### src/logic/cce_pkg.sv
// ##########################################################
// Shared widths, opcodes and instruction layout for the
// microcoded CCE instruction core. Modules import it inside
// their bodies and use scoped names in their port lists.
// ##########################################################
`default_nettype none

package cce_pkg;

  // Fixed by the instruction format
  localparam int cce_pc_width_c       = 8;
  localparam int cce_num_gpr_c        = 8;
  localparam int cce_gpr_sel_width_c  = 3;
  localparam int cce_num_flag_c       = 4;
  localparam int cce_flag_sel_width_c = 2;
  localparam int cce_imm_width_c      = 16;

  typedef enum logic [2:0] {
    e_op_alu    = 3'd0,
    e_op_branch = 3'd1,
    e_op_move   = 3'd2,
    e_op_flag   = 3'd3
  } cce_op_e;

  // Minor opcode, its meaning is set by the major opcode
  typedef logic [2:0] cce_minor_op_e;

  localparam cce_minor_op_e e_add_op  = 3'd0;
  localparam cce_minor_op_e e_sub_op  = 3'd1;
  localparam cce_minor_op_e e_and_op  = 3'd2;
  localparam cce_minor_op_e e_or_op   = 3'd3;
  localparam cce_minor_op_e e_addi_op = 3'd4;
  localparam cce_minor_op_e e_subi_op = 3'd5;

  localparam cce_minor_op_e e_mov_op  = 3'd0;
  localparam cce_minor_op_e e_movi_op = 3'd1;
  localparam cce_minor_op_e e_movf_op = 3'd2;

  localparam cce_minor_op_e e_setf_op = 3'd0;
  localparam cce_minor_op_e e_andf_op = 3'd1;
  localparam cce_minor_op_e e_orf_op  = 3'd2;

  localparam cce_minor_op_e e_bi_op   = 3'd0;
  localparam cce_minor_op_e e_beq_op  = 3'd1;
  localparam cce_minor_op_e e_bne_op  = 3'd2;
  localparam cce_minor_op_e e_bf_op   = 3'd3;

  // Operand field, one view per major opcode
  typedef union packed {
    struct packed {
      logic [cce_gpr_sel_width_c-1:0]  dst;
      logic [cce_gpr_sel_width_c-1:0]  src_a;
      logic [cce_gpr_sel_width_c-1:0]  src_b;
      logic                            pad;
      logic [cce_imm_width_c-1:0]      imm;
    } alu;
    struct packed {
      logic [cce_gpr_sel_width_c-1:0]  dst;
      logic [cce_gpr_sel_width_c-1:0]  src;
      logic [cce_flag_sel_width_c-1:0] src_flag;
      logic [1:0]                      pad;
      logic [cce_imm_width_c-1:0]      imm;
    } mov;
    struct packed {
      logic [cce_gpr_sel_width_c-1:0]  src_a;
      logic [cce_gpr_sel_width_c-1:0]  src_b;
      logic [cce_flag_sel_width_c-1:0] src_flag;
      logic [cce_pc_width_c-1:0]       target;
      logic [9:0]                      pad;
    } branch;
    struct packed {
      logic [cce_flag_sel_width_c-1:0] dst;
      logic [cce_flag_sel_width_c-1:0] src_a;
      logic [cce_flag_sel_width_c-1:0] src_b;
      logic [cce_gpr_sel_width_c-1:0]  dst_gpr;
      logic                            val;
      logic [15:0]                     pad;
    } flag;
  } cce_operand_u;

  typedef struct packed {
    cce_op_e       op;
    cce_minor_op_e minor;
    cce_operand_u  operand;
  } cce_inst_s;

  typedef enum logic [1:0] {
    e_src_gpr  = 2'd0,
    e_src_flag = 2'd1,
    e_src_imm  = 2'd2
  } cce_src_sel_e;

  typedef enum logic [2:0] {
    e_alu_add  = 3'd0,
    e_alu_sub  = 3'd1,
    e_alu_and  = 3'd2,
    e_alu_or   = 3'd3,
    e_alu_pass = 3'd4
  } cce_alu_fn_e;

  typedef enum logic [1:0] {
    e_br_always = 2'd0,
    e_br_eq     = 2'd1,
    e_br_ne     = 2'd2,
    e_br_flag   = 2'd3
  } cce_branch_cond_e;

  typedef struct packed {
    cce_src_sel_e                    src_a_sel;
    cce_src_sel_e                    src_b_sel;
    logic [cce_gpr_sel_width_c-1:0]  src_a_gpr;
    logic [cce_gpr_sel_width_c-1:0]  src_b_gpr;
    logic [cce_flag_sel_width_c-1:0] src_a_flag;
    logic [cce_flag_sel_width_c-1:0] src_b_flag;
    logic [cce_gpr_sel_width_c-1:0]  dst_gpr;
    logic [cce_flag_sel_width_c-1:0] dst_flag;
    cce_alu_fn_e                     alu_fn;
    logic [cce_imm_width_c-1:0]      imm;
    logic                            gpr_w_v;
    logic                            flag_w_v;
    logic                            flag_val;
    logic                            branch_v;
    cce_branch_cond_e                branch_cond;
    logic [cce_pc_width_c-1:0]       target;
  } cce_decoded_s;

endpackage

`default_nettype wire

### src/logic/cce_fetch.sv
// ##########################################################
// Fetch stage: PC register, four-phase req/ack handshake to
// the instruction source, and the execute-stage instruction
// register. One instruction is in flight at a time.
// ##########################################################
`timescale 1ns/1ps
`default_nettype none

module cce_fetch (
  input  logic                               clk_i,
  input  logic                               reset_i,
  output logic                               fetch_req_o,
  output logic [cce_pkg::cce_pc_width_c-1:0] fetch_pc_o,
  input  logic                               fetch_ack_i,
  input  cce_pkg::cce_inst_s                 fetch_inst_i,
  input  logic [cce_pkg::cce_pc_width_c-1:0] next_pc_i,
  output cce_pkg::cce_inst_s                 inst_o,
  output logic [cce_pkg::cce_pc_width_c-1:0] pc_o,
  output logic                               inst_v_o
);
  import cce_pkg::*;

  typedef enum logic [1:0] {
    e_idle = 2'd0,
    e_req  = 2'd1,
    e_wait = 2'd2
  } state_e;

  state_e                    state_r;
  state_e                    state_n;
  logic [cce_pc_width_c-1:0] pc_r;
  logic [cce_pc_width_c-1:0] ex_pc_r;
  cce_inst_s                 inst_r;
  logic                      inst_v_r;
  logic                      capture;

  // Source holds ack until req falls, so req and ack high is the capture point
  assign capture = (state_r == e_req) && fetch_ack_i;

  always_comb begin
    state_n = state_r;
    case (state_r)
      e_idle: state_n = e_req;
      e_req: begin
        if (fetch_ack_i) begin
          state_n = e_wait;
        end
      end
      e_wait: begin
        // Re-arm only after ack is gone and the held instruction retired
        if (!fetch_ack_i && !inst_v_r) begin
          state_n = e_req;
        end
      end
      default: state_n = e_idle;
    endcase
  end

  always_ff @(posedge clk_i) begin
    if (reset_i) begin
      state_r  <= e_idle;
      pc_r     <= '0;
      inst_v_r <= 1'b0;
    end else begin
      state_r  <= state_n;
      inst_v_r <= capture;
      if (inst_v_r) begin
        pc_r <= next_pc_i;
      end
    end
  end

  // Execute-stage instruction and PC
  always_ff @(posedge clk_i) begin
    if (capture) begin
      inst_r  <= fetch_inst_i;
      ex_pc_r <= pc_r;
    end
  end

  assign fetch_req_o = (state_r == e_req);
  assign fetch_pc_o  = pc_r;
  assign inst_o      = inst_r;
  assign pc_o        = ex_pc_r;
  assign inst_v_o    = inst_v_r;

endmodule

`default_nettype wire

### src/logic/cce_inst_decode.sv
// ##########################################################
// Instruction decoder. Turns the held microcode word into the
// control bundle for the register block and execute logic.
// Purely combinational, all controls zero when nothing valid.
// ##########################################################
`timescale 1ns/1ps
`default_nettype none

module cce_inst_decode (
  input  cce_pkg::cce_inst_s    inst_i,
  input  logic                  inst_v_i,
  output cce_pkg::cce_decoded_s decoded_o
);
  import cce_pkg::*;

  always_comb begin
    decoded_o = '0;

    if (inst_v_i) begin
      case (inst_i.op)
        e_op_alu: begin
          decoded_o.dst_gpr   = inst_i.operand.alu.dst;
          decoded_o.src_a_gpr = inst_i.operand.alu.src_a;
          decoded_o.src_b_gpr = inst_i.operand.alu.src_b;
          decoded_o.src_a_sel = e_src_gpr;
          decoded_o.src_b_sel = e_src_gpr;
          decoded_o.imm       = inst_i.operand.alu.imm;
          decoded_o.gpr_w_v   = 1'b1;
          case (inst_i.minor)
            e_add_op: decoded_o.alu_fn = e_alu_add;
            e_sub_op: decoded_o.alu_fn = e_alu_sub;
            e_and_op: decoded_o.alu_fn = e_alu_and;
            e_or_op:  decoded_o.alu_fn = e_alu_or;
            e_addi_op: begin
              decoded_o.alu_fn    = e_alu_add;
              decoded_o.src_b_sel = e_src_imm;
            end
            e_subi_op: begin
              decoded_o.alu_fn    = e_alu_sub;
              decoded_o.src_b_sel = e_src_imm;
            end
            default: decoded_o.gpr_w_v = 1'b0;
          endcase
        end

        e_op_branch: begin
          decoded_o.branch_v  = 1'b1;
          decoded_o.target    = inst_i.operand.branch.target;
          decoded_o.src_a_gpr = inst_i.operand.branch.src_a;
          decoded_o.src_b_gpr = inst_i.operand.branch.src_b;
          decoded_o.src_a_sel = e_src_gpr;
          decoded_o.src_b_sel = e_src_gpr;
          case (inst_i.minor)
            e_bi_op:  decoded_o.branch_cond = e_br_always;
            e_beq_op: decoded_o.branch_cond = e_br_eq;
            e_bne_op: decoded_o.branch_cond = e_br_ne;
            e_bf_op: begin
              // Flag branches test source A as a zero-extended flag
              decoded_o.branch_cond = e_br_flag;
              decoded_o.src_a_flag  = inst_i.operand.branch.src_flag;
              decoded_o.src_a_sel   = e_src_flag;
            end
            default: decoded_o.branch_v = 1'b0;
          endcase
        end

        e_op_move: begin
          decoded_o.dst_gpr = inst_i.operand.mov.dst;
          decoded_o.imm     = inst_i.operand.mov.imm;
          decoded_o.alu_fn  = e_alu_pass;
          decoded_o.gpr_w_v = 1'b1;
          case (inst_i.minor)
            e_mov_op: begin
              decoded_o.src_a_gpr = inst_i.operand.mov.src;
              decoded_o.src_a_sel = e_src_gpr;
            end
            e_movi_op: decoded_o.src_a_sel = e_src_imm;
            e_movf_op: begin
              decoded_o.src_a_flag = inst_i.operand.mov.src_flag;
              decoded_o.src_a_sel  = e_src_flag;
            end
            default: decoded_o.gpr_w_v = 1'b0;
          endcase
        end

        e_op_flag: begin
          // Both sources are flags for the logic forms
          decoded_o.src_a_flag = inst_i.operand.flag.src_a;
          decoded_o.src_b_flag = inst_i.operand.flag.src_b;
          decoded_o.src_a_sel  = e_src_flag;
          decoded_o.src_b_sel  = e_src_flag;
          decoded_o.dst_flag   = inst_i.operand.flag.dst;
          decoded_o.dst_gpr    = inst_i.operand.flag.dst_gpr;
          decoded_o.flag_val   = inst_i.operand.flag.val;
          case (inst_i.minor)
            e_setf_op: decoded_o.flag_w_v = 1'b1;
            e_andf_op: begin
              decoded_o.alu_fn  = e_alu_and;
              decoded_o.gpr_w_v = 1'b1;
            end
            e_orf_op: begin
              decoded_o.alu_fn  = e_alu_or;
              decoded_o.gpr_w_v = 1'b1;
            end
            default: decoded_o = '0;
          endcase
        end

        // Undefined major opcodes fall through with no effect
        default: decoded_o = '0;
      endcase
    end
  end

endmodule

`default_nettype wire

### src/logic/cce_reg_file.sv
// ##########################################################
// Register block beside the execute logic: eight GPRs and
// four flags. Reads are combinational, writes land on the
// edge that ends the instruction-valid cycle.
// ##########################################################
`timescale 1ns/1ps
`default_nettype none

module cce_reg_file #(
  parameter int data_width_p = 16
) (
  input  logic                               clk_i,
  input  logic                               reset_i,
  input  cce_pkg::cce_decoded_s              decoded_i,
  input  logic                               inst_v_i,
  input  logic [data_width_p-1:0]            wr_data_i,
  output logic [data_width_p-1:0]            gpr_a_o,
  output logic [data_width_p-1:0]            gpr_b_o,
  output logic [cce_pkg::cce_num_flag_c-1:0] flags_o
);
  import cce_pkg::*;

  logic [data_width_p-1:0]   gpr_r [cce_num_gpr_c];
  logic [cce_num_flag_c-1:0] flag_r;

  always_ff @(posedge clk_i) begin
    if (reset_i) begin
      for (int i = 0; i < cce_num_gpr_c; i++) begin
        gpr_r[i] <= '0;
      end
      flag_r <= '0;
    end else begin
      if (inst_v_i && decoded_i.gpr_w_v) begin
        gpr_r[decoded_i.dst_gpr] <= wr_data_i;
      end
      // setf writes its immediate bit straight into the flag
      if (inst_v_i && decoded_i.flag_w_v) begin
        flag_r[decoded_i.dst_flag] <= decoded_i.flag_val;
      end
    end
  end

  assign gpr_a_o = gpr_r[decoded_i.src_a_gpr];
  assign gpr_b_o = gpr_r[decoded_i.src_b_gpr];
  assign flags_o = flag_r;

endmodule

`default_nettype wire

### src/logic/cce_execute.sv
// ##########################################################
// Execute logic: operand selection, ALU, branch condition
// and next-PC choice. Combinational; the result and next PC
// are consumed by the register block and the fetch stage.
// ##########################################################
`timescale 1ns/1ps
`default_nettype none

module cce_execute #(
  parameter int data_width_p = 16
) (
  input  cce_pkg::cce_decoded_s              decoded_i,
  input  logic [cce_pkg::cce_pc_width_c-1:0] pc_i,
  input  logic [data_width_p-1:0]            gpr_a_i,
  input  logic [data_width_p-1:0]            gpr_b_i,
  input  logic [cce_pkg::cce_num_flag_c-1:0] flags_i,
  output logic [data_width_p-1:0]            result_o,
  output logic [cce_pkg::cce_pc_width_c-1:0] next_pc_o
);
  import cce_pkg::*;

  logic [data_width_p-1:0] opd_a;
  logic [data_width_p-1:0] opd_b;
  logic                    taken;

  // Flags and the immediate are zero-extended to the data width
  always_comb begin
    case (decoded_i.src_a_sel)
      e_src_flag: opd_a = data_width_p'(flags_i[decoded_i.src_a_flag]);
      e_src_imm:  opd_a = data_width_p'(decoded_i.imm);
      default:    opd_a = gpr_a_i;
    endcase
    case (decoded_i.src_b_sel)
      e_src_flag: opd_b = data_width_p'(flags_i[decoded_i.src_b_flag]);
      e_src_imm:  opd_b = data_width_p'(decoded_i.imm);
      default:    opd_b = gpr_b_i;
    endcase
  end

  // Results wrap at the data width
  always_comb begin
    case (decoded_i.alu_fn)
      e_alu_add: result_o = opd_a + opd_b;
      e_alu_sub: result_o = opd_a - opd_b;
      e_alu_and: result_o = opd_a & opd_b;
      e_alu_or:  result_o = opd_a | opd_b;
      default:   result_o = opd_a;
    endcase
  end

  always_comb begin
    case (decoded_i.branch_cond)
      e_br_eq:   taken = (opd_a == opd_b);
      e_br_ne:   taken = (opd_a != opd_b);
      e_br_flag: taken = |opd_a;
      default:   taken = 1'b1;
    endcase
  end

  // PC plus one wraps at 256
  assign next_pc_o = (decoded_i.branch_v && taken) ? decoded_i.target : pc_i + 1'b1;

endmodule

`default_nettype wire

### src/logic/cce_core.sv
// ##########################################################
// Top level of the CCE instruction core. Fetches microcode
// over a four-phase req/ack port, executes one instruction
// at a time and reports each retire on the retire port.
// ##########################################################
`timescale 1ns/1ps
`default_nettype none

module cce_core #(
  parameter int data_width_p = 16
) (
  input  logic                                    clk_i,
  input  logic                                    reset_i,
  output logic                                    fetch_req_o,
  output logic [cce_pkg::cce_pc_width_c-1:0]      fetch_pc_o,
  input  logic                                    fetch_ack_i,
  input  cce_pkg::cce_inst_s                      fetch_inst_i,
  output logic                                    retire_v_o,
  output logic [cce_pkg::cce_pc_width_c-1:0]      retire_pc_o,
  output logic                                    retire_gpr_w_o,
  output logic [cce_pkg::cce_gpr_sel_width_c-1:0] retire_gpr_o,
  output logic [data_width_p-1:0]                 retire_data_o,
  output logic [cce_pkg::cce_num_flag_c-1:0]      flags_o
);
  import cce_pkg::*;

  cce_inst_s                 inst;
  logic                      inst_v;
  logic [cce_pc_width_c-1:0] pc;
  logic [cce_pc_width_c-1:0] next_pc;
  cce_decoded_s              decoded;
  logic [data_width_p-1:0]   gpr_a;
  logic [data_width_p-1:0]   gpr_b;
  logic [data_width_p-1:0]   result;
  logic [cce_num_flag_c-1:0] flags;

  cce_fetch fetch_i (
    .clk_i       (clk_i),
    .reset_i     (reset_i),
    .fetch_req_o (fetch_req_o),
    .fetch_pc_o  (fetch_pc_o),
    .fetch_ack_i (fetch_ack_i),
    .fetch_inst_i(fetch_inst_i),
    .next_pc_i   (next_pc),
    .inst_o      (inst),
    .pc_o        (pc),
    .inst_v_o    (inst_v)
  );

  cce_inst_decode decode_i (
    .inst_i   (inst),
    .inst_v_i (inst_v),
    .decoded_o(decoded)
  );

  cce_reg_file #(
    .data_width_p(data_width_p)
  ) reg_file_i (
    .clk_i    (clk_i),
    .reset_i  (reset_i),
    .decoded_i(decoded),
    .inst_v_i (inst_v),
    .wr_data_i(result),
    .gpr_a_o  (gpr_a),
    .gpr_b_o  (gpr_b),
    .flags_o  (flags)
  );

  cce_execute #(
    .data_width_p(data_width_p)
  ) execute_i (
    .decoded_i(decoded),
    .pc_i     (pc),
    .gpr_a_i  (gpr_a),
    .gpr_b_i  (gpr_b),
    .flags_i  (flags),
    .result_o (result),
    .next_pc_o(next_pc)
  );

  // Retire happens in the single cycle the held instruction is valid
  assign retire_v_o     = inst_v;
  assign retire_pc_o    = pc;
  assign retire_gpr_w_o = decoded.gpr_w_v;
  assign retire_gpr_o   = decoded.dst_gpr;
  assign retire_data_o  = result;
  assign flags_o        = flags;

endmodule

`default_nettype wire

### config.mk
export PLATFORM = sky130hd
export DESIGN_NAME = cce_core
export DESIGN_NICKNAME = d
export VERILOG_FILES = /design/src/logic/cce_pkg.sv /design/src/logic/cce_fetch.sv /design/src/logic/cce_inst_decode.sv /design/src/logic/cce_reg_file.sv /design/src/logic/cce_execute.sv /design/src/logic/cce_core.sv
export SDC_FILE = /design/constraint.sdc
export NUM_CORES = 1
export LEC_CHECK = 0
export BUFFER_PORTS_ARGS = -buffer_cell sky130_fd_sc_hd__buf_2
export CAP_MARGIN = 20
export CORE_MARGIN = 2
export CORE_UTILIZATION = 45
export DETAILED_ROUTE_END_ITERATION = 7
export PLACE_DENSITY_LB_ADDON = 0.2
export REMOVE_ABC_BUFFERS = 1
export SETUP_SLACK_MARGIN = 0.4
export SLEW_MARGIN = 20
export SYNTH_ARGS = -nofsm -noshare
export SYNTH_HDL_FRONTEND = slang
export SYNTH_SLANG_ARGS = --single-unit
### constraint.sdc
create_clock -name clk_i -period 8 [get_ports clk_i]
set_clock_uncertainty 0.2 [all_clocks]
set_input_delay 1.2 -clock clk_i [delete_from_list [all_inputs] [get_ports clk_i]]
set_output_delay 1.2 -clock clk_i [all_outputs]
set_load 0.005 [all_outputs]
==> flow_metrics.tcl, run 1 <==
set metrics [dict create \
    track_usage_pct 29.56 \
    ios 77 \
    avgRoutedWirePerCell_um 23.53 \
    dieArea_mm2 0.02890 \
    die_h_um 170 \
    max_stage_delay_ps 540 \
    clock-sinks 183 \
    first_pass_iters 6 \
    final_util_pct 52.04 \
    die_w_um 170 \
    end_kind "primary output" \
    grt_max_degree 57 \
    setup_tns_ps 0 \
    cts_tree "yes" \
    vias_per_cell 6.293 \
    synth_warnings 0 \
    synth_cells 1390 \
    grt_antenna_before_repair 0 \
    drv_slew 0 \
    clk_latency_ps 450 \
    final_cells 1806 \
    crit_buf_inv 3 \
    yosysSeqAreaShare_pct 43.10 \
    period_needed_ps 7349 \
    synth_edf_count 168 \
    critPathMaxFanout 14 \
    setup_viol 0 \
    wl_um 42490 \
    fp-row-count 60 \
    arrival_ps 5950 \
    dr_total_vias 11370 \
    grt_pass1_vias 10610 \
    crit_family "compound AO/OA/AOI/OAI gates" \
    slew_headroom_pct 22.74 \
    drive_gt1_share_pct 15.97 \
    clock.fmax_mhz 136.1 \
    initial_core_util_pct 45.88 \
    nets 1545 \
    dp_hpwl_um 29360 \
    drc_errors 0 \
    worstSetupStartpointType "flop" \
    async_flop_share_pct 0 \
    synth_seq_cells 183 \
    syn_area_mm2 0.01240 \
    placedCellCount 1759 \
    cpMaxStageDelayCell "edfxtp_1" \
    cts_made_buffers 17 \
    hp-class "flop to flop" \
    cts-root-buf "clkbuf_16" \
    diodes 0 \
    synth_ff_type "edfxtp_1" \
    power_density_mw_per_mm2 170.9 \
    clk_pin_slew_ps 90 \
    hold_viol 0 \
    power_leakage_nw 5.653 \
    peakVddDrop_v 0.0001274 \
    antenna_left 0 \
    yosysUniqueCellTypes 87 \
    status "complete, no violations" \
    worstMarginPinSlew_ps 1159 \
    grt_pass1_wl_um 64180 \
    drt_iter0_drc 1334 \
    clk_path_buf_depth 2 \
    area_growth_pct 13.42 \
    fin_crit_sh_pct 91.86 \
    ctsHtreeMaxLevel 4 \
    n_fill_cell 2524 \
    port_buffers 76 \
    gp_congestion 0.9259 \
    overflow 0 \
    critPathKind "flop to primary output" \
    worstPathRequired_ps 6600 \
    grt_setup_unrepaired "yes" \
    core_mm2 0.02703 \
    avgSynthCellArea_um2 8.921 \
    worstPathCellList "nand2b_1 > buf_4 > nor3_2 > a31o_4 > mux2_2 > a211oi_2 > a22o_1 > ha_1 > or3_1 > a21oi_1 > nor2_1 > a211oi_1 > o21bai_1 > a2111o_1 > o311a_1 > or3_4 > inv_1 > buf_2" \
    maxCapViolCount 0 \
]
-- placed cells by master (no fill, tap or decap), types with 23 or more instances in the layout --
master and count:
nand2_1 197, nor2_1 181, edfxtp_1 168, nand3_1 105
buf_2 76, inv_1 75, buf_4 56, ha_1 55
o21ai_0 53, a21oi_1 40, mux2i_1 28, and3_1 23
-- timing repair --
| action | 4_1_cts | 5_1_grt |
|---|---|---|
| resized for setup | 9 | 27 |
| pin swaps | 0 | 5 |
| setup buffers | 2 | 12 |
| setup endpoints to repair | 6 | 9 |
| hold buffers | 0 | 0 |
-- worst paths after layout --
| check | startpoint | endpoint | slack, ps | cells past startpoint |
|---|---|---|---|---|
| worst max-delay path | fetch_i.inst_o[31]$_DFFE_PP_ | retire_data_o[14] | 650 | 18 |
| worst min-delay path | fetch_i.fetch_pc_o[7]$_SDFFE_PP0P_ | fetch_i.pc_o[7]$_DFFE_PP_ | 250 | 0 |
| worst max register to register | fetch_i.inst_o[31]$_DFFE_PP_ | fetch_i.fetch_pc_o[0]$_SDFFE_PP0P_ | 1060 | 18 |
| worst min register to register | fetch_i.fetch_pc_o[7]$_SDFFE_PP0P_ | fetch_i.pc_o[7]$_DFFE_PP_ | 250 | 0 |
-- kinds of logic (layout without fill, tap and decap cells) --
group	Yosys count	in the layout	synth area share, %
AO/OA/AOI/OAI	291	291	17.21
XOR/XNOR	11	11	0.7769
adder cells (fa/ha/maj)	59	59	6.054
buffers and inverters	169	244	5.731
flip-flops	183	183	43.10
multiplexers	37	37	3.168
AND/OR/NAND/NOR	640	640	23.95
-- sequential cells by signal (all words and copies together) (netlist names) --
name and cells:
reg_file_i.gpr_r 128, fetch_i.inst_o 32, fetch_i.fetch_pc_o 8, fetch_i.pc_o 8, reg_file_i.flags_o 4, fetch_i.state_r 2
fetch_i.inst_v_o 1
-- per-stage QoR --
step                hold slack, ps  area (um^2)  setup slack, ps  power, mW
floorplan                    243.4        11980            227.5      1.339
global placement             237.6        13160            535.2      1.495
detailed placement           242.3        13160            411.0      1.496
CTS                          260.3        13840            405.2      2.393
global route                 269.5        14060            366.3      2.481
finish                       253.1        14060            651.1      2.404
-- area by class of cell --
class	count	area [um^2]	area share, %
Sequential cell	183	5345	38.00
Timing Repair Buffer	135	852.1	6.058
Multi-Input combinational cell	1038	6523	46.38
Clock buffer	17	425.4	3.025
Clock inverter	15	203.9	1.450
Inverter	77	289.0	2.055
Tap cell	341	426.7	3.034
-- synth_stat cells (6+ instances only) --
library cell	instances	area, um^2
or3_1	20	125.1
ha_1	56	700.7
a22oi_1	9	67.56
o21bai_1	11	82.58
a221o_1	13	130.1
nand2_1	200	750.7
o31ai_1	6	45.04
dfxtp_1	15	300.3
buf_2	22	110.1
nor2_1	184	690.7
clkbuf_1	58	217.7
a211oi_1	21	157.7
mux2_2	8	90.09
o211ai_1	12	90.09
nand2b_1	20	125.1
nand3_1	105	525.5
edfxtp_1	168	5045
nor4_1	11	68.82
nor3_1	18	90.09
o21ai_1	9	45.04
a32oi_1	8	70.07
nor2b_1	9	56.30
xnor2_1	7	61.31
or4_1	7	52.55
a221oi_1	9	78.83
inv_1	77	289.0
and2_1	9	56.30
a22o_1	23	201.4
a21oi_1	42	210.2
o21ai_0	54	270.3
and3_1	26	162.7
o221ai_1	11	96.34
mux2i_1	28	280.3
-- power by group --
| part | internal (mW) | switching [mW] |
|---|---|---|
| clock | 0.456 | 0.453 |
| combinational | 0.135 | 0.249 |
| sequential | 1.08 | 0.0320 |
-- metal layers --
metal,vias to the layer above,part of all wire (%),global-route usage [%]
li1,5170,-,-
met3,85,9.1,5.140
met5,-,0,0
met1,5469,42,41.26
met4,0,3.0,10.41
met2,642,45,46.46
-- worst reg2reg max path, stage by stage, from the launching register on --
cell      delay, ps
edfxtp_1        560
nand2b_1        320
buf_4           290
nor3_2          110
a31oi_4         500
buf_4           350
mux2_2          390
o21ai_0         550
inv_1           140
ha_1            440
nor4_1          580
nand4b_1        180
nor4_1          510
mux2i_1         410
nor2_1           70
nor3_1          440
inv_1           200
or4_1           510
o221ai_1         80
(Power assumes the default switching activity.)
==> run 2: changes to the inputs <==
RECOVER_POWER = 100   (was default)
==> flow_metrics.tcl, run 2 (synthesis gave the netlist of run 1 again) <==
set metrics [dict create \
    grt_max_degree 57 \
    dp_hpwl_um 29360 \
    drc_errors 0 \
    grt_pass1_wl_um 64180 \
    hold_buffers 0 \
    final_util_pct 51.59 \
    arrival_ps 6100 \
    seqPwrFrac_pct 46.5 \
    worstSetupStartpointType "flop" \
    top_register "reg_file_i.gpr_r" \
    final_cells 1806 \
    clock.fmax_mhz 133.3 \
    p_sw_mw 0.7320 \
    layout_commonest_cell "nand2_1" \
    initial_core_util_pct 45.88 \
    cts_tree "yes" \
    hold_viol 0 \
    setup_viol 0 \
    hold_ws_ps 259.9 \
    crit-reg2reg-launch "fetch_i.inst_o[31]$_DFFE_PP_" \
    drt_iter0_drc 1401 \
    maxCapViolCount 3 \
    p_comb_share_pct 15.6 \
    clk_path_buf_depth 2 \
    final_cell_mix "197 x nand2_1, 182 x nor2_1, 168 x edfxtp_1, 105 x nand3_1, 77 x inv_1" \
    n_fill_cell 2553 \
    grt_antenna_before_repair 0 \
    clock_power_share_pct 37.9 \
    grt_pass1_vias 10610 \
    final_area_mm2 0.01394 \
    diodes 0 \
    regToRegSetupSlack_ps 940 \
    power.internal_mw 1.660 \
    overflow 0 \
    p_total_mw 2.392 \
    sw_frac_of_total_pct 30.60 \
    status "finished with violations" \
    period_needed_ps 7501 \
    min_from "fetch_i.fetch_pc_o[7]$_SDFFE_PP0P_" \
    worstPathRequired_ps 6600 \
    power_density_mw_per_mm2 171.6 \
    grt_setup_unrepaired "yes" \
    ctsHtreeMaxLevel 4 \
    dr_total_vias 11350 \
    die_w_um 170 \
    worstMarginPinSlew_ps 1899 \
    cts_made_buffers 17 \
    drv_slew 61 \
    place_ws_ps 411.0 \
    core_mm2 0.02703 \
    dieArea_mm2 0.02890 \
    vias_per_cell 6.285 \
    peakVddDrop_v 0.0001255 \
    first_pass_iters 6 \
    failed_checks "capacitance limit, slew limit" \
    hold_end "fetch_i.pc_o[7]$_DFFE_PP_" \
    avgRoutedWirePerCell_um 23.58 \
    slew_headroom_pct -27.93 \
    port_buffers 76 \
    whs_path_depth 0 \
    area_growth_pct 12.44 \
    clk_pin_slew_ps 90 \
    setup_tns_ps 0 \
    cts-root-buf "clkbuf_16" \
    antenna_left 0 \
    fp-row-count 60 \
    wl_um 42590 \
    nets 1545 \
    regToRegEndpoint "fetch_i.fetch_pc_o[0]$_SDFFE_PP0P_" \
    die_h_um 170 \
    end_kind "primary output" \
    clock-sinks 183 \
    drive_gt1_share_pct 12.49 \
    reg2reg_depth 18 \
    critPathMaxFanout 14 \
    clk_latency_ps 450 \
    largest_register_ffs 128 \
    placedCellCount 1759 \
    hp-class "flop to flop" \
    setup_ws_ps 498.6 \
    fin_crit_sh_pct 93.77 \
    power_leakage_nw 5.528 \
    gp_congestion 0.9259 \
    critPathKind "flop to primary output" \
    postPlaceCellArea_mm2 0.01316 \
    ios 77 \
    track_usage_pct 29.56 \
]
==> run 2: cell count changes in the layout (fill, tap and decap cells not counted), sizes merged <==
cell	previous run	this run
buf	135	99
clkbuf	17	53
==> run 2: power groups by stage <==
stage                     logic (mW)  clock network (mW)  registers [mW]
after global placement         0.363                   0            1.13
after global routing           0.405               0.948            1.12
after detailed placement       0.363                   0            1.13
after floorplan                0.218                   0            1.12
final                          0.373               0.907            1.11
after CTS                      0.367               0.915            1.11
==> run 2: final cells by class <==
cell class	count	area [um^2]	share of cell area, %
well taps	341	426.7	3.060
repair buffers	135	765.7	5.492
clock inverters	15	203.9	1.463
inverters	77	289.0	2.073
flip-flops and latches	183	5345	38.33
clock buffers	17	425.4	3.051
multi-input cells	1038	6487	46.53
==> run 2: critical path, cell delays in order, from the launching register on <==
cell,delay [ps]
edfxtp_1,550
nand2b_1,330
buf_4,260
nor3_1,460
a31o_4,320
mux2_2,390
a211oi_2,370
a22o_1,330
ha_1,370
or3_1,450
nor2_1,120
a21oi_1,100
o41ai_1,430
mux2i_1,240
and4_1,280
or2_0,420
inv_1,70
buf_2,140
==> run 2: worst max-delay path by stage <==
stage                                       from                end  slack [ps]
finish              fetch_i.inst_o[31]$_DFFE_PP_  retire_data_o[13]         500
detailed placement  fetch_i.inst_o[30]$_DFFE_PP_  retire_data_o[12]         410
global placement    fetch_i.inst_o[30]$_DFFE_PP_  retire_data_o[14]         540
CTS                 fetch_i.inst_o[27]$_DFFE_PP_  retire_data_o[14]         410
global route        fetch_i.inst_o[31]$_DFFE_PP_   retire_data_o[9]         210
floorplan           fetch_i.inst_o[29]$_DFFE_PP_  retire_data_o[12]         230
==> run 2: repair_timing <==
item,CTS,global route
setup buffers,2,12
setup endpoints to repair,6,9
pin swaps,0,5
resized for setup,9,27
==> run 2: layer usage <==
| layer | vias to the layer above | global-route usage (%) | routed length [um] |
|---|---|---|---|
| met5 | - | 0 | 0 |
| met4 | 0 | 10.41 | 1311 |
| met3 | 90 | 5.140 | 4344 |
| met2 | 658 | 46.46 | 19230 |
| met1 | 5431 | 41.26 | 17700 |
| li1 | 5172 | - | - |
==> run 3: changes to the inputs <==
==> constraint.sdc (replaced) <==
create_clock -name clk_i -period 8 [get_ports clk_i]
set_clock_uncertainty 0.2 [all_clocks]
set_input_delay 1.6 -clock clk_i [delete_from_list [all_inputs] [get_ports clk_i]]
set_output_delay 1.6 -clock clk_i [all_outputs]
set_load 0.005 [all_outputs]
==> flow_metrics.tcl, run 3 (synthesis gave the netlist of run 1 again) <==
set metrics [dict create \
    status "finished with violations" \
    failed_checks "capacitance limit, slew limit" \
    avgRoutedWirePerCell_um 23.54 \
    hold_ws_ps 262.3 \
    cts-root-buf "clkbuf_16" \
    track_usage_pct 29.78 \
    worstPathRequired_ps 6200 \
    drive_gt1_share_pct 15.67 \
    ios 77 \
    largest_register_ffs 128 \
    fp-row-count 60 \
    worstSetupStartpointType "flop" \
    grt_max_degree 50 \
    core_mm2 0.02703 \
    peakVddDrop_v 0.0001108 \
    vias_per_cell 6.286 \
    setup_tns_ps 0 \
    grt_setup_unrepaired "no" \
    drv_slew 51 \
    clk_path_buf_depth 2 \
    arrival_ps 5740 \
    area_growth_pct 14.77 \
    drt_iter0_drc 1294 \
    wl_um 42880 \
    period_needed_ps 7538 \
    slew_headroom_pct -31.48 \
    dr_total_vias 11450 \
    final_cell_mix "197 x nand2_1, 182 x nor2_1, 168 x edfxtp_1, 105 x nand3_1, 77 x inv_1" \
    cts_tree "yes" \
    gp_congestion 0.9342 \
    clock.fmax_mhz 132.7 \
    grt_pass1_wl_um 64600 \
    hp-class "flop to flop" \
    nets 1561 \
    worstMarginPinSlew_ps 1970 \
    end_kind "primary output" \
    dp_hpwl_um 29830 \
    first_pass_iters 7 \
    power_density_mw_per_mm2 168.4 \
    cts_made_buffers 17 \
    dieArea_mm2 0.02890 \
    overflow 0 \
    layout_commonest_cell "nand2_1" \
    clk_latency_ps 450 \
    p_total_mw 2.397 \
    critPathKind "flop to primary output" \
    maxCapViolCount 2 \
    port_buffers 76 \
    top_register "reg_file_i.gpr_r" \
    critPathMaxFanout 13 \
    grt_antenna_before_repair 0 \
    ctsHtreeMaxLevel 4 \
    diodes 0 \
    drc_errors 0 \
    initial_core_util_pct 45.88 \
    fin_crit_sh_pct 94.23 \
    antenna_left 0 \
    die_w_um 170 \
    clock-sinks 183 \
    power_leakage_nw 5.610 \
    grt_pass1_vias 10650 \
    clk_pin_slew_ps 80 \
    setup_viol 0 \
    die_h_um 170 \
    hold_viol 0 \
]
[run 3: cell types whose count changed in the layout (fill, tap and decap cells not counted), sizes merged]
cell      delta
buf         +15
clkbuf       +1
clkinv       -4
clkinvlp     +1
inv          +3
[run 3: path summary, 6_finish.rpt]
kind	startpoint	slack, ps	cells after the start	end
max	fetch_i.inst_o[30]$_DFFE_PP_	460	25	retire_data_o[14]
min	fetch_i.fetch_pc_o[7]$_SDFFE_PP0P_	260	0	fetch_i.pc_o[7]$_DFFE_PP_
min reg2reg	fetch_i.fetch_pc_o[7]$_SDFFE_PP0P_	260	0	fetch_i.pc_o[7]$_DFFE_PP_
max reg2reg	fetch_i.inst_o[30]$_DFFE_PP_	1390	21	fetch_i.fetch_pc_o[2]$_SDFFE_PP0P_
[run 3: critical path: stages (launching register included)]
cell	delay (ps)
edfxtp_1	420
buf_4	210
and3b_1	220
o211a_1	210
nor2_1	50
or2_2	310
inv_1	70
ha_1	310
inv_1	210
nor2_4	90
a32oi_1	300
o211ai_1	210
ha_2	250
inv_1	80
fa_1	230
nor2b_1	60
o21ai_0	200
a21oi_1	130
o21ai_2	200
a21oi_2	110
o31ai_4	340
a211oi_1	140
o311a_1	340
or3_4	440
inv_1	70
buf_2	100
[run 3: cell type report]
cell class / instances / area, um^2
clock buffer: 17 / 425.4
sequential: 183 / 5345
multi-input combinational: 1038 / 6641
fill: 2519 / 12790
inverter: 77 / 289.0
clock inverter: 15 / 200.2
tap: 341 / 426.7
timing repair buffer: 151 / 904.6
[run 3: repair_timing]
item,CTS,global route
setup endpoints to repair,10,10
gates cloned,0,0
pin swaps,5,10
setup buffers,11,11
hold buffers,0,0
resized for setup,28,46
[run 3: report_power, final]
group          switching (mW)  leakage (nW)  internal (mW)
combinational           0.256          3.49          0.136
sequential             0.0307          1.82           1.08
clock                   0.438         0.298          0.457
[run 3: metal layers]
layer	up-vias	track usage (%)	routed length [um]
met3	103	5.442	4293
met5	-	0	0
li1	5211	-	-
met1	5498	41.27	17610
met4	0	10.74	1298
met2	642	46.80	19680
[run 3: stage by stage]
step	cell area, um^2	setup slack (ps)	utilization (%)	cells
floorplan	11980	-172.5	-	1298
global placement	13220	192.0	48.91	1768
detailed placement	13220	84.93	48.92	1768
CTS	14030	383.6	51.90	1811
global route	14230	221.2	52.66	1822
finish	14230	461.8	52.66	1822
